**config.mk**
```make
export PLATFORM = sky130hd
export DESIGN_NAME = vic_loader_top
export DESIGN_NICKNAME = d
export VERILOG_FILES = /design/src/rtl/vic_load_pkg.sv /design/src/rtl/vic_loader_top.sv /design/src/rtl/tape_buffer.sv /design/src/rtl/image_loader.sv
export VERILOG_INCLUDE_DIRS = /design/src /design/src/rtl
export SDC_FILE = /design/constraint.sdc
export NUM_CORES = 1
export LEC_CHECK = 0
export ABC_AREA = 1
export BUFFER_PORTS_ARGS = -buffer_cell sky130_fd_sc_hd__clkbuf_2
export CAP_MARGIN = 25
export CELL_PAD_IN_SITES_DETAIL_PLACEMENT = 1
export CELL_PAD_IN_SITES_GLOBAL_PLACEMENT = 1
export CORE_MARGIN = 10
export CORE_UTILIZATION = 41
export CTS_BUF_LIST = sky130_fd_sc_hd__clkbuf_8
export CTS_CLUSTER_DIAMETER = 60
export CTS_CLUSTER_SIZE = 25
export DETAILED_ROUTE_END_ITERATION = 8
export GPL_TIMING_DRIVEN = 0
export PLACE_DENSITY_LB_ADDON = 0.3
export SYNTH_ARGS = -nofsm -noshare
export SYNTH_HDL_FRONTEND = slang
export SYNTH_SLANG_ARGS = --single-unit
```
**constraint.sdc**
```tcl
create_clock -name clk_sys_i -period 2.8 [get_ports clk_sys_i]
set_input_delay 0.14 -clock clk_sys_i [delete_from_list [all_inputs] [get_ports clk_sys_i]]
set_output_delay 0.14 -clock clk_sys_i [all_outputs]
set_load 0.1 [all_outputs]
```
**src/rtl/vic_load_cfg.svh**
```systemverilog
//////////////////////////////
// Loader configuration
// Host index codes, memory map limits, BASIC pointer
// addresses and tape constants
//////////////////////////////

`ifndef VIC_LOAD_CFG_SVH
`define VIC_LOAD_CFG_SVH

// Host download index codes
`define VIC_IDX_PRG 8'h01
`define VIC_IDX_CRT 8'h41
`define VIC_IDX_CT 8'h81
`define VIC_IDX_TAP 8'hC1
`define VIC_IDX_ROM 8'h06

// Host and tape address width
`define VIC_HOST_AW 25

// Load limits in machine memory
`define VIC_PRG_LIMIT 16'hA000
`define VIC_CART_LIMIT 16'hC000

// Kernal window in the ROM file and its placement
`define VIC_ROM_LO 25'h0004000
`define VIC_ROM_HI 25'h0008000
`define VIC_ROM_OFFSET 16'h8000

// BASIC pointers patched after a program load, in write order
`define VIC_PTR_ADDR_0 16'h002D
`define VIC_PTR_ADDR_1 16'h002E
`define VIC_PTR_ADDR_2 16'h002F
`define VIC_PTR_ADDR_3 16'h0030
`define VIC_PTR_ADDR_4 16'h0031
`define VIC_PTR_ADDR_5 16'h0032
`define VIC_PTR_ADDR_6 16'h00AE
`define VIC_PTR_ADDR_7 16'h00AF

// Tape image layout
`define VIC_TAP_VER_OFS 25'h000000C
`define VIC_TAP_END_PAD 25'd2

`endif
```
**src/rtl/vic_load_pkg.sv**
```systemverilog
//////////////////////////////
// Loader types
// Load kinds, tape fetch states, host and memory
// bus structs, index decoding
//////////////////////////////

`include "vic_load_cfg.svh"

package vic_load_pkg;

	typedef enum logic [2:0] {
		LOAD_NONE,
		LOAD_PRG,
		LOAD_CRT,
		LOAD_CT,
		LOAD_TAP,
		LOAD_ROM
	} load_kind_e;

	typedef enum logic {
		FETCH_IDLE,
		FETCH_WAIT
	} tape_fetch_e;

	// Host download bus, as delivered by the IO controller
	typedef struct packed {
		logic                    download;
		logic [7:0]              index;
		logic                    wr;
		logic [`VIC_HOST_AW-1:0] addr;
		logic [7:0]              data;
		logic [31:0]             file_ext;
	} host_xfer_t;

	// Byte write into machine memory
	typedef struct packed {
		logic [15:0] addr;
		logic [7:0]  data;
		logic        wr;
	} mem_wr_t;

	// RAM expansion switches
	typedef struct packed {
		logic       ext1_en;
		logic [1:0] ext2_sel;
		logic       ext3_en;
		logic       cart_wr;
	} exp_cfg_t;

	function automatic load_kind_e decode_kind(input logic [7:0] idx);
		case (idx)
			`VIC_IDX_PRG: decode_kind = LOAD_PRG;
			`VIC_IDX_CRT: decode_kind = LOAD_CRT;
			`VIC_IDX_CT: decode_kind = LOAD_CT;
			`VIC_IDX_TAP: decode_kind = LOAD_TAP;
			`VIC_IDX_ROM: decode_kind = LOAD_ROM;
			default: decode_kind = LOAD_NONE;
		endcase
	endfunction

endpackage

```
**src/rtl/vic_loader_top.sv**
```systemverilog
//////////////////////////////
// Loader top level
// Image loader and tape buffer on the shared
// host download bus
//////////////////////////////

`timescale 1ns/1ps

`include "vic_load_cfg.svh"

module vic_loader_top import vic_load_pkg::*; (
	input  logic                    clk_sys_i,
	input  logic                    reset_i,
	input  host_xfer_t              host_i,
	input  exp_cfg_t                exp_cfg_i,
	input  logic                    tape_unload_i,
	input  logic                    tape_autoplay_en_i,
	output logic                    host_wait_o,
	output mem_wr_t                 mem_wr_o,
	output logic [4:0]              ram_ext_o,
	output logic [4:0]              ram_ext_ro_o,
	// Tape image memory
	output logic [`VIC_HOST_AW-1:0] tmem_addr_o,
	output logic [7:0]              tmem_din_o,
	output logic                    tmem_wr_o,
	output logic                    tmem_rd_o,
	input  logic [7:0]              tmem_dout_i,
	input  logic                    tmem_ready_i,
	// Player FIFO
	output logic [7:0]              fifo_data_o,
	output logic                    fifo_wr_o,
	input  logic                    fifo_full_i,
	output logic [1:0]              tape_version_o,
	output logic                    tape_loaded_o,
	output logic                    tape_autoplay_o
);

	image_loader image_loader_inst (
		.clk_sys_i    (clk_sys_i),
		.reset_i      (reset_i),
		.host_i       (host_i),
		.exp_cfg_i    (exp_cfg_i),
		.mem_wr_o     (mem_wr_o),
		.ram_ext_o    (ram_ext_o),
		.ram_ext_ro_o (ram_ext_ro_o)
	);

	tape_buffer tape_buffer_inst (
		.clk_sys_i          (clk_sys_i),
		.reset_i            (reset_i),
		.host_i             (host_i),
		.tape_unload_i      (tape_unload_i),
		.tape_autoplay_en_i (tape_autoplay_en_i),
		.tmem_dout_i        (tmem_dout_i),
		.tmem_ready_i       (tmem_ready_i),
		.fifo_full_i        (fifo_full_i),
		.host_wait_o        (host_wait_o),
		.tmem_addr_o        (tmem_addr_o),
		.tmem_din_o         (tmem_din_o),
		.tmem_wr_o          (tmem_wr_o),
		.tmem_rd_o          (tmem_rd_o),
		.fifo_data_o        (fifo_data_o),
		.fifo_wr_o          (fifo_wr_o),
		.tape_version_o     (tape_version_o),
		.tape_loaded_o      (tape_loaded_o),
		.tape_autoplay_o    (tape_autoplay_o)
	);

endmodule

```
**src/rtl/tape_buffer.sv**
```systemverilog
//////////////////////////////
// Tape buffer
// Stores a tape image in external memory while
// stalling the host, then feeds the stored bytes
// to the player FIFO
//////////////////////////////

`timescale 1ns/1ps

`include "vic_load_cfg.svh"

module tape_buffer import vic_load_pkg::*; (
	input  logic                    clk_sys_i,
	input  logic                    reset_i,
	input  host_xfer_t              host_i,
	input  logic                    tape_unload_i,
	input  logic                    tape_autoplay_en_i,
	input  logic [7:0]              tmem_dout_i,
	input  logic                    tmem_ready_i,
	input  logic                    fifo_full_i,
	output logic                    host_wait_o,
	output logic [`VIC_HOST_AW-1:0] tmem_addr_o,
	output logic [7:0]              tmem_din_o,
	output logic                    tmem_wr_o,
	output logic                    tmem_rd_o,
	output logic [7:0]              fifo_data_o,
	output logic                    fifo_wr_o,
	output logic [1:0]              tape_version_o,
	output logic                    tape_loaded_o,
	output logic                    tape_autoplay_o
);

	logic                    tap_dl;
	logic                    tap_dl_old;
	logic                    tap_restart;
	logic [`VIC_HOST_AW-1:0] play_addr;
	logic [`VIC_HOST_AW-1:0] end_addr;
	tape_fetch_e             fetch_state;

	assign tap_dl = host_i.download && decode_kind(host_i.index) == LOAD_TAP;
	assign tap_restart = reset_i | tap_dl | tape_unload_i;
	assign tape_loaded_o = play_addr < end_addr;
	assign tmem_addr_o = tap_dl ? host_i.addr : play_addr;

	////////////////////////////////
	// Host to tape memory
	////////////////////////////////

	always_ff @(posedge clk_sys_i) begin
		if (reset_i) begin
			host_wait_o <= 1'b0;
			tmem_wr_o <= 1'b0;
			tape_version_o <= 2'd0;
		end else begin
			tmem_wr_o <= 1'b0;
			if (host_i.wr && tap_dl) begin
				host_wait_o <= 1'b1;
				tmem_wr_o <= 1'b1;
				if (host_i.addr == `VIC_TAP_VER_OFS)
					tape_version_o <= host_i.data[1:0];
			end else if (!tmem_wr_o && host_wait_o && tmem_ready_i) begin
				// Write acknowledged, let the host send the next byte
				host_wait_o <= 1'b0;
			end
		end
	end

	always_ff @(posedge clk_sys_i) begin
		if (host_i.wr && tap_dl)
			tmem_din_o <= host_i.data;
	end

	////////////////////////////////
	// Playback fetch
	////////////////////////////////

	always_ff @(posedge clk_sys_i) begin
		if (tap_restart) begin
			// Player checks its FIFO early, so a couple of pad bytes follow the image
			end_addr <= tap_dl ? host_i.addr + `VIC_TAP_END_PAD : '0;
			play_addr <= '0;
			tmem_rd_o <= 1'b0;
			fifo_wr_o <= 1'b0;
			fetch_state <= FETCH_IDLE;
		end else begin
			tmem_rd_o <= 1'b0;
			fifo_wr_o <= 1'b0;
			if (!tmem_rd_o && !fifo_wr_o) begin
				case (fetch_state)
					FETCH_WAIT: begin
						if (tmem_ready_i) begin
							fifo_data_o <= tmem_dout_i;
							fifo_wr_o <= 1'b1;
							play_addr <= play_addr + 1'b1;
							fetch_state <= FETCH_IDLE;
						end
					end
					default: begin
						// Full flag is only checked here, before the read goes out
						if (!fifo_full_i && tape_loaded_o) begin
							tmem_rd_o <= 1'b1;
							fetch_state <= FETCH_WAIT;
						end
					end
				endcase
			end
		end
	end

	// One play request right after a tape arrives
	always_ff @(posedge clk_sys_i) begin
		if (reset_i) begin
			tap_dl_old <= 1'b0;
			tape_autoplay_o <= 1'b0;
		end else begin
			tap_dl_old <= tap_dl;
			tape_autoplay_o <= tap_dl_old & ~tap_dl & tape_autoplay_en_i;
		end
	end

endmodule

```
**src/rtl/image_loader.sv**
```systemverilog
//////////////////////////////
// Image loader
// Turns program, cartridge and kernal downloads into
// machine memory writes, patches the BASIC pointers
// after a program load and builds the expansion map
//////////////////////////////

`timescale 1ns/1ps

`include "vic_load_cfg.svh"

module image_loader import vic_load_pkg::*; (
	input  logic       clk_sys_i,
	input  logic       reset_i,
	input  host_xfer_t host_i,
	input  exp_cfg_t   exp_cfg_i,
	output mem_wr_t    mem_wr_o,
	output logic [4:0] ram_ext_o,
	output logic [4:0] ram_ext_ro_o
);

	load_kind_e kind;
	logic       dl_old;
	logic       dl_rise;
	logic       dl_fall;
	logic [15:0] run_addr;
	logic [3:0] ptr_cnt;
	logic [15:0] ptr_addr;
	logic [4:0] cart_blk;
	mem_wr_t    mem_wr_q;
	logic [7:0] ext_char;
	logic       ct_valid;
	logic [15:0] ct_start;
	logic [2:0] ext2_vec;
	logic [4:0] ram_base;

	assign kind = decode_kind(host_i.index);
	assign dl_rise = host_i.download & ~dl_old;
	assign dl_fall = dl_old & ~host_i.download;
	assign ext_char = host_i.file_ext[7:0];
	assign mem_wr_o = mem_wr_q;

	// Headerless cartridge start address from the extension digit
	always_comb begin
		ct_valid = 1'b1;
		ct_start = {ext_char[3:0], 12'h000};
		if (ext_char >= "A" && ext_char <= "B") begin
			ct_start = {ext_char[3:0] + 4'd9, 12'h000};
		end else if (ext_char < "2" || ext_char > "9") begin
			ct_valid = 1'b0;
		end
	end

	// Pointer order is 2D..32 then AE/AF, low byte on even slots
	always_comb begin
		case (ptr_cnt[3:1])
			3'd0: ptr_addr = `VIC_PTR_ADDR_0;
			3'd1: ptr_addr = `VIC_PTR_ADDR_1;
			3'd2: ptr_addr = `VIC_PTR_ADDR_2;
			3'd3: ptr_addr = `VIC_PTR_ADDR_3;
			3'd4: ptr_addr = `VIC_PTR_ADDR_4;
			3'd5: ptr_addr = `VIC_PTR_ADDR_5;
			3'd6: ptr_addr = `VIC_PTR_ADDR_6;
			default: ptr_addr = `VIC_PTR_ADDR_7;
		endcase
	end

	////////////////////////////////
	// Download to memory writes
	////////////////////////////////

	always_ff @(posedge clk_sys_i) begin
		if (reset_i) begin
			dl_old <= 1'b0;
			ptr_cnt <= 4'd0;
			cart_blk <= 5'd0;
			mem_wr_q.wr <= 1'b0;
		end else begin
			dl_old <= host_i.download;
			mem_wr_q.wr <= 1'b0;
			if (ptr_cnt != 4'd0)
				ptr_cnt <= ptr_cnt + 4'd1;

			// Program file, two byte load address header
			if (host_i.download && kind == LOAD_PRG) begin
				ptr_cnt <= 4'd0;
				if (host_i.wr) begin
					if (host_i.addr == '0) begin
						run_addr[7:0] <= host_i.data;
					end else if (host_i.addr == 25'd1) begin
						run_addr[15:8] <= host_i.data;
					end else if (run_addr < `VIC_PRG_LIMIT) begin
						mem_wr_q.addr <= run_addr;
						mem_wr_q.data <= host_i.data;
						mem_wr_q.wr <= 1'b1;
						run_addr <= run_addr + 16'd1;
					end
				end
			end

			// End address goes to the BASIC pointers once the file is in
			if (dl_fall && kind == LOAD_PRG)
				ptr_cnt <= 4'd1;
			if (ptr_cnt[0]) begin
				mem_wr_q.addr <= ptr_addr;
				mem_wr_q.data <= ptr_cnt[1] ? run_addr[15:8] : run_addr[7:0];
				mem_wr_q.wr <= 1'b1;
			end

			// Kernal image, only the upper 16K of the file is used
			if (host_i.download && kind == LOAD_ROM) begin
				ptr_cnt <= 4'd0;
				if (host_i.wr && host_i.addr >= `VIC_ROM_LO && host_i.addr < `VIC_ROM_HI) begin
					mem_wr_q.addr <= host_i.addr[15:0] + `VIC_ROM_OFFSET;
					mem_wr_q.data <= host_i.data;
					mem_wr_q.wr <= 1'b1;
				end
			end

			// Cartridges, headed or with address from the extension
			if (host_i.download && (kind == LOAD_CRT || kind == LOAD_CT) && host_i.wr) begin
				if (host_i.addr == '0 && kind == LOAD_CRT) begin
					run_addr[7:0] <= host_i.data;
				end else if (host_i.addr == 25'd1 && kind == LOAD_CRT) begin
					run_addr[15:8] <= host_i.data;
				end else if (run_addr < `VIC_CART_LIMIT) begin
					case (run_addr[15:13])
						3'b000: cart_blk[0] <= 1'b1;
						3'b001: cart_blk[1] <= 1'b1;
						3'b010: cart_blk[2] <= 1'b1;
						3'b011: cart_blk[3] <= 1'b1;
						3'b101: cart_blk[4] <= 1'b1;
						default: ;
					endcase
					mem_wr_q.addr <= run_addr;
					mem_wr_q.data <= host_i.data;
					mem_wr_q.wr <= 1'b1;
					run_addr <= run_addr + 16'd1;
				end
			end

			if (dl_rise && kind == LOAD_CT && ct_valid)
				run_addr <= ct_start;
		end
	end

	////////////////////////////////
	// Expansion map
	////////////////////////////////

	always_comb begin
		case (exp_cfg_i.ext2_sel)
			2'd0: ext2_vec = 3'b000;
			2'd1: ext2_vec = 3'b001;
			2'd2: ext2_vec = 3'b011;
			default: ext2_vec = 3'b111;
		endcase
		ram_base = {exp_cfg_i.ext3_en, ext2_vec, exp_cfg_i.ext1_en};
	end

	always_ff @(posedge clk_sys_i) begin
		if (reset_i) begin
			ram_ext_o <= ram_base;
			ram_ext_ro_o <= 5'd0;
		end else begin
			ram_ext_o <= ram_base | cart_blk;
			// Writable cartridge RAM drops the read-only marking
			ram_ext_ro_o <= cart_blk & ~{5{exp_cfg_i.cart_wr}};
		end
	end

endmodule

```
==> reports/results.ini, run 1 <==
[detailed_routing]
drt_iter0_drc=645
vias=9776
routed_wirelength_um=36530
antenna_left=0
drtPass1Iterations=5
drc=0
viasPerCell=5.434
drt-wirelength-per-cell_um=20.30

[cells_and_area]
drive_gt1_share_pct=17.98
finalNetCount=1627
final_cells=1799
regArea_um2=3533
multiInputGateArea_um2=4902
final_area_um2=11110
synthToLayoutAreaGrowth_pct=19.06
nFillCells=2968

[synth]
synth_nets=1431
synth_commonest_cells=nand2_1, inv_1, nor2_1
ys.flop_type=edfxtp_1
ys_async_sr_fraction_pct=0
netlist_instances=1304
ys_top_cells_by_area=edfxtp_1, nand2_1, dfxtp_1, inv_1, nor2_1
synth_seq_cells=136
netlist-cell-type-count=57
synth_most_common_cell=nand2_1
yosys.area.top_type=edfxtp_1
yosysSeqAreaShare_pct=37.86
synth_area_um2=9333
synth-warning-count=0
yosysTopAreaCellShare_pct=26.06
synth_edf_count=81
avgSynthCellArea_um2=7.157

[setup_path]
slowest_delay_ps=560
path_class=flop to flop
cp_cell_sequence=inv_1 > nand2_1 > nand2_2 > inv_2 > nor2_4 > nand3_4 > buf_4 > nand3_1 > o211ai_1 > nand2_1 > nand2_1
crit_slowest_cell=edfxtp_1
critical_path.startpoint=image_loader_inst.run_addr[13]
crit_required_ps=3030
critPathTopFamily=simple AND/OR/NAND/NOR gates
crit_buf_inv=3
cpMostUsedCell=nand2_1
crit_path_max_fanout=10
cp-start-kind=flop
cp_data_arrival_time_ps=2870
r2r_start=image_loader_inst.run_addr[13]
crit_path_end_kind=flop

[sta]
rsz0062_at_grt=no
min_period_ps=2635
slew_headroom_pct=37.35
setup_viol=0
final.period_utilization_pct=94.11
max_freq_ghz=0.3795
tightest_slew_ps=939.8
drv_slew=0
final-hold-violation-count=0
skew_ps=19.73

[pwr]
leakagePower_uw=0.005334
ir_drop_mv=0.2288
powerDensity_nw_per_um2=482.0

[cts]
htree_num_levels=4
numClockSinks=136
cts_tree=yes
clk_pin_slew_ps=100
clockBufferDepth=2
cts-root-buf=clkbuf_8
clk_latency_ps=470
cts_inserted_buffers=17

[run]
maxCapViolations=0

[place]
place.gp.congestion=0.9842
dp.cells=1743
post_dp_cell_area_um2=10480
portBuffers=153
dp_hpwl_um=28440

[global_routing]
track_usage_pct=25.04
grt_max_degree=35
grt_pass1_wl_um=57150
overflow=0
antenna_found_initial=1
grt_pass1_vias=10150

[status]
status=finished, final reports clean

[floorplan]
rows=55
io_pins=178
start_util_pct=41.47
core-area_um2=22500
chipWidth_um=170.9
fp.dieArea_um2=29200
die_h_um=170.9

[hold_path]
hp-start=host_i[32]
min_path_type=input port to flop

worst register-to-register path, cell delays in order, from the launching register on:
cell and delay, ps:
edfxtp_1 560, inv_1 250, nand2_1 210, nand2_2 210
inv_2 150, nor2_4 230, nand3_4 170, buf_4 230
nand3_1 90, o211ai_1 120, nand2_1 120, nand2_1 50
sequential cells by signal, indices dropped and copies added (netlist names), 2 cells and up:
signal / count
tape_buffer_inst.fifo_data_o: 8
image_loader_inst.cart_blk: 5
tape_buffer_inst.play_addr: 25
image_loader_inst.ram_ext_ro_o: 5
tape_buffer_inst.end_addr: 25
image_loader_inst.run_addr: 16
image_loader_inst.ram_ext_o: 5
tape_buffer_inst.tape_version_o: 2
image_loader_inst.ptr_cnt: 4
tape_buffer_inst.tmem_din_o: 8
image_loader_inst.mem_wr_o: 25
area by class of cell:
| type | instances | area share (%) |
|---|---|---|
| diodes | 1 | 0.02252 |
| plain buffers | 30 | 1.498 |
| clock buffers | 17 | 2.106 |
| clock inverters | 15 | 1.486 |
| inverters | 196 | 6.621 |
| multi-input cells | 942 | 44.12 |
| flip-flops and latches | 136 | 31.80 |
| well taps | 285 | 3.209 |
| repair buffers | 177 | 9.143 |
per-stage QoR:
step           hold slack (ps)  util, %  setup TNS, ps  power (µW)  worst slack (ps)
2_1_floorplan            209.1        -          -2515        3226            -315.9
6_report                 20.83    49.38              0        5356             164.9
3_3_place_gp             318.3    46.46         -45550        3540            -721.1
5_1_grt                 0.4948    49.38              0        5530             48.56
3_5_place_dp             319.3    46.56              0        3577             166.1
4_1_cts                  7.723    49.36              0        5339             128.6
cell usage in the layout (no fill, tap or decap), types with 7 or more instances in the layout:
cell / instances
nand2_1: 339
inv_1: 186
clkbuf_2: 156
nor2_1: 127
edfxtp_1: 81
nand3_1: 80
a21oi_1: 76
o21ai_0: 74
dfxtp_1: 55
ha_1: 33
nor3_1: 30
nand4_1: 23
dlygate4sd3_1: 23
o21ai_1: 21
xor2_1: 17
clkbuf_8: 17
nand2_2: 13
clkbuf_1: 12
o211ai_1: 12
inv_2: 11
nor2_4: 10
nor2_2: 9
nor4_1: 8
a21o_1: 8
buf_2: 7
repair_timing:
action	4_1_cts	5_1_grt
setup endpoints to repair	0	5
endpoints found under the hold margin	30	0
buffers inserted	0	0
hold buffers	23	0
resized for setup	0	1
cells by family (layout without fill, tap and decap cells):
| family | after synthesis | count (layout) | synth area share, % |
|---|---|---|---|
| AND/OR/NAND/NOR | 669 | 669 | 32.91 |
| buffers and inverters | 226 | 435 | 9.639 |
| AO/OA/AOI/OAI | 218 | 218 | 13.07 |
| flip-flops | 136 | 136 | 37.86 |
| adder cells (fa/ha/maj) | 33 | 33 | 4.424 |
| XOR/XNOR | 21 | 21 | 1.971 |
| multiplexers | 1 | 1 | 0.1207 |
| other | 0 | 1 | 0 |
per-layer routing:
| layer | up-vias | share of wire (%) | GRT usage [%] |
|---|---|---|---|
| met4 | 0 | 3.1 | 9.149 |
| met3 | 66 | 5.3 | 3.088 |
| li1 | 4687 | - | - |
| met2 | 305 | 51 | 45.05 |
| met5 | - | 0 | 0 |
| met1 | 4718 | 41 | 29.86 |
power breakdown:
group / switching, µW / internal [µW]
logic: 957 / 298
registers: 82.0 / 2240
clock network: 962 / 814
final timing paths:
check	end	slack, ps	depth (start not counted)
hold reg to reg	tape_buffer_inst.tape_autoplay_o	420	2
setup reg to reg	image_loader_inst.mem_wr_o[13]	160	11
hold / removal	tape_buffer_inst.tmem_din_o[0]	20	1
setup / recovery	image_loader_inst.mem_wr_o[13]	160	11
Power figures use the tool's default switching activity.
==> run 2, diff against run 1 <==
- ABC_AREA: 1 -> default
- CORE_MARGIN: 10 -> default
- CORE_UTILIZATION: 41 -> 43
==> run 2 against run 1 <==
Effect of this change: clock-buffer cell count unchanged; largest power group unchanged; highest routed layer unchanged; cell count down 21%; sequential power up 4%; flip-flop and latch count unchanged; via count down 16%.
==> reports/results.ini, run 2 <==
[status]
status=finished, final reports clean

[synth]
ys_async_sr_fraction_pct=0
synth_nets=1083
synth_seq_cells=136
synth_commonest_cells=nand2_1, nor2_1, edfxtp_1
yosys.area.top_type=edfxtp_1
avgSynthCellArea_um2=8.808
synth_area_um2=8421
netlist_instances=956
synth_most_common_cell=nand2_1
netlist-cell-type-count=74
ys.flop_type=edfxtp_1
ys_top_cells_by_area=edfxtp_1, dfxtp_1, nand2_1, ha_1, nor2_1
synth_edf_count=81
yosysTopAreaCellShare_pct=28.89
yosysSeqAreaShare_pct=41.96
synth-warning-count=0

[cells_and_area]
fin_util_pct=53.72
final_area_um2=10180
synthToLayoutAreaGrowth_pct=20.94
final_common_cell=clkbuf_2
drive_gt1_share_pct=20.98
final_cell_mix=clkbuf_2, nand2_1, nor2_1
antenna_cells=0
finalNetCount=1272
final_cells=1418

[floorplan]
io_pins=178
rows=50
chipWidth_um=141.9
core-area_um2=18960
fp.dieArea_um2=20150
start_util_pct=44.42
die_h_um=141.9

[sta]
tns_ps=0
setup_viol=0
slew_headroom_pct=27.89
final-hold-violation-count=0
final.period_utilization_pct=97.60
min_period_ps=2733
max_freq_ghz=0.3659
drv_slew=0
tightest_slew_ps=1072
skew_ps=13.14

[cts]
cts-root-buf=clkbuf_8
clockBufferDepth=2
clk_pin_slew_ps=90
cts_inserted_buffers=17
htree_num_levels=4
cts_tree=yes
clk_latency_ps=480
numClockSinks=136

[detailed_routing]
routed_wirelength_um=29070
antenna_left=0
drt_iter0_drc=505
drc=0
viasPerCell=5.791
vias=8212
drt-wirelength-per-cell_um=20.50
drtPass1Iterations=5

[setup_path]
cp_data_arrival_time_ps=2950
crit_path_max_fanout=10
crit_required_ps=3020
crit_path_end_kind=flop
path_class=flop to flop
cp-start-kind=flop

[pwr]
clkPwrFrac_pct=29.6
leakagePower_uw=0.004170
swShare_pct=39.26
ir_drop_mv=0.5059
powerDensity_nw_per_um2=580.5
p_comb_share_pct=29.5
p_int_uw=3590
power_frac_seq_pct=40.9
p_switching_uw=2321

[place]
dp_hpwl_um=21580
place.gp.congestion=0.8909
post_dp_cell_area_um2=9512
dp.cells=1365
portBuffers=148

[hold_path]
min_path_type=input port to flop

[global_routing]
overflow=0
grt_pass1_vias=8321
track_usage_pct=29.63
antenna_found_initial=0
grt_pass1_wl_um=45060
grt_max_degree=36

[run]
maxCapViolations=0

[run 2: final timing paths]
path	from	endpoint	slack, ps	cells after the start
max	image_loader_inst.run_addr[14]	image_loader_inst.mem_wr_o[14]	70	9
min	reset_i	image_loader_inst.dl_old	30	2
max reg2reg	image_loader_inst.run_addr[14]	image_loader_inst.mem_wr_o[14]	70	9
min reg2reg	tape_buffer_inst.tap_dl_old	tape_buffer_inst.tape_autoplay_o	440	2
[run 2: layout make-up]
type                    instances  area (µm²)
fillers                      2293        8772
multi-input cells             722        4507
flip-flops and latches        136        3537
repair buffers                171       998.5
well taps                     260       325.3
clock buffers                  17       234.0
plain buffers                  49       222.7
inverters                      48       183.9
clock inverters                15       175.2
[run 2: metal layers]
layer / vias up / GRT usage [%] / routed length [µm]
met2: 305 / 52.89 / 14840
li1: 3832 / - / -
met5: - / 0 / 0
met3: 70 / 5.585 / 1682
met4: 0 / 14.77 / 1213
met1: 4005 / 33.88 / 11330
[run 2: per-stage QoR]
stage          setup WS, ps  hold WS, ps  total power, µW
3_5_place_dp         -418.2        321.4             4156
5_1_grt              -10.06        6.097             6127
2_1_floorplan        -572.5        216.8             3736
4_1_cts               10.42        6.488             5920
3_3_place_gp         -382.2        314.5             4114
6_report              67.17        31.82             5911
[run 2: power by group through the flow]
stage               clock network (µW)  registers [µW]  logic (µW)
finish                            1750            2410        1740
floorplan                            0            3070         661
detailed placement                   0            2450        1700
global placement                     0            2450        1660
global route                      1850            2420        1850
CTS                               1770            2410        1740
[run 2: timing repair]
action / in CTS / in global routing
setup endpoints to repair: 23 / 31
resized for setup: 10 / 10
setup buffers: 1 / 0
hold endpoints to repair: 27 / 1
pin swaps: 1 / 0
hold buffers: 20 / 1
gates cloned: 0 / 0
[run 2: worst max-delay path: stages, from the launching register on]
cell        delay [ps]
edfxtp_1           360
clkbuf_2           310
clkinvlp_4         290
a21oi_1            370
a311oi_4            90
buf_4              220
nor3_2             490
inv_1               90
o22ai_1            160
a21oi_1             90
[run 2: cell families after synthesis]
family / after synthesis / share of synthesized area, %
buf+inv: 98 / 4.755
fa+ha+maj: 33 / 4.903
simple gates: 414 / 23.94
mux: 20 / 2.496
compound gates: 198 / 16.02
flops: 136 / 41.96
xor+xnor: 57 / 5.929
==> run 3, diff against run 2 <==
- SETUP_SLACK_MARGIN: default -> 0.15
==> run 3 against run 2 <==
Effect of this change: clock-buffer cell count unchanged; critical path type is now flop to output port; first-iteration DRC count grew 13%; largest power group unchanged; critical path depth stayed put; design area increased by 0.90%; register-to-register slack better by 170 ps.
==> reports/results.ini, run 3 (synthesized netlist as in run 2, its figures left out) <==
[cts]
clk_latency_ps=480
numClockSinks=136
cts-root-buf=clkbuf_8
clockBufferDepth=2
htree_num_levels=4
cts_tree=yes
clk_pin_slew_ps=100
cts_inserted_buffers=17

[hold_path]
min_path_type=input port to flop

[floorplan]
rows=50
fp.dieArea_um2=20150
start_util_pct=44.42
chipWidth_um=141.9
core-area_um2=18960
io_pins=178
die_h_um=141.9

[setup_path]
crit_path_end_kind=output port
crit_required_ps=2660
crit_path_max_fanout=2
path_class=flop to output port
cp-start-kind=flop
cp_data_arrival_time_ps=2420

[global_routing]
grt_pass1_wl_um=45000
grt_max_degree=36
grt_pass1_vias=8327
antenna_found_initial=0
overflow=0
track_usage_pct=29.57

[detailed_routing]
wl_met3_um=1677
viasPerCell=5.748
routed_wirelength_um=29150
antenna_left=0
drt_iter0_drc=570
vias=8156
highest_layer=met4
drtPass1Iterations=5
drt-wirelength-per-cell_um=20.54
drc=0
wl_met1_um=11500
wl_met2_um=14740

[sta]
final-hold-violation-count=0
tightest_slew_ps=1014
slew_headroom_pct=31.79
max_freq_ghz=0.3899
final.period_utilization_pct=91.59
skew_ps=12.91
setup_viol=0
rsz0062_at_grt=yes
min_period_ps=2565
drv_slew=0

[run]
maxCapViolations=0

[cells_and_area]
final_area_um2=10270
antenna_cells=0
final_common_cell=clkbuf_2
drive_gt1_share_pct=22.26
synthToLayoutAreaGrowth_pct=22.02
fin_util_pct=54.20
final_cell_mix=clkbuf_2, nand2_1, nor2_1
finalNetCount=1273

[status]
status=finished, final reports clean

[place]
dp_hpwl_um=21580
portBuffers=148
place.gp.congestion=0.8909
post_dp_cell_area_um2=9512

[pwr]
leakagePower_uw=0.004198
powerDensity_nw_per_um2=577.2
ir_drop_mv=0.5062

run 3: power breakdown:
part / total (µW) / switching, µW / internal (µW) / leakage [µW]
Sequential: 2420 / 114 / 2300 / 0.00125
Combinational: 1750 / 1290 / 465 / 0.00274
Clock: 1760 / 932 / 828 / 0.000209
Total: 5930 / 2330 / 3600 / 0.00420
run 3: critical path, stage by stage (launching register included):
cell,delay (ps)
edfxtp_1,390
inv_1,80
ha_1,240
nand3_1,130
nor3_1,90
nand2_1,100
nand3_1,80
or3_4,430
o21ai_4,190
clkbuf_16,220
run 3: layout make-up:
type	count	area [µm²]
tap	260	325.3
clock inverter	15	175.2
clock buffer	17	234.0
multi-input combinational	722	4577
fill	2283	8681
buffer	50	231.5
sequential	136	3538
timing repair buffer	171	1006
inverter	48	187.7
run 3: worst paths after layout:
check / start / end / slack (ps) / depth (start not counted)
max: tape_buffer_inst.end_addr[13] / tape_loaded_o / 240 / 9
min: reset_i / image_loader_inst.dl_old / 20 / 2
max reg2reg: image_loader_inst.run_addr[14] / image_loader_inst.mem_wr_o[5] / 240 / 8
min reg2reg: tape_buffer_inst.tap_dl_old / tape_buffer_inst.tape_autoplay_o / 440 / 2
run 3: routing by layer:
layer  vias up  track usage [%]
met4         0            14.54
met2       291            52.81
li1       3832                -
met3        77            5.552
met5         -                0
met1      3956            33.87
run 3: stage by stage:
stage | power [µW] | std cells | setup TNS, ps | hold slack, ps | setup WS [ps]
floorplan | 3736 | 956 | -1145 | 216.8 | -572.5
global placement | 4114 | 1364 | -5984 | 314.5 | -382.2
detailed placement | 4156 | 1365 | -8673 | 321.4 | -418.2
CTS | 5920 | 1418 | 0 | 6.488 | 139.5
global route | 6142 | 1419 | 0 | 6.097 | 74.88
finish | 5931 | 1419 | 0 | 22.96 | 235.4
run 3: timing repair:
| action | in CTS | in global routing |
|---|---|---|
| hold buffers | 20 | 1 |
| setup endpoints to repair | 52 | 32 |
| pin swaps | 2 | 3 |
| resized for setup | 16 | 31 |
| setup buffers | 1 | 0 |
| endpoints found under the hold margin | 27 | 1 |
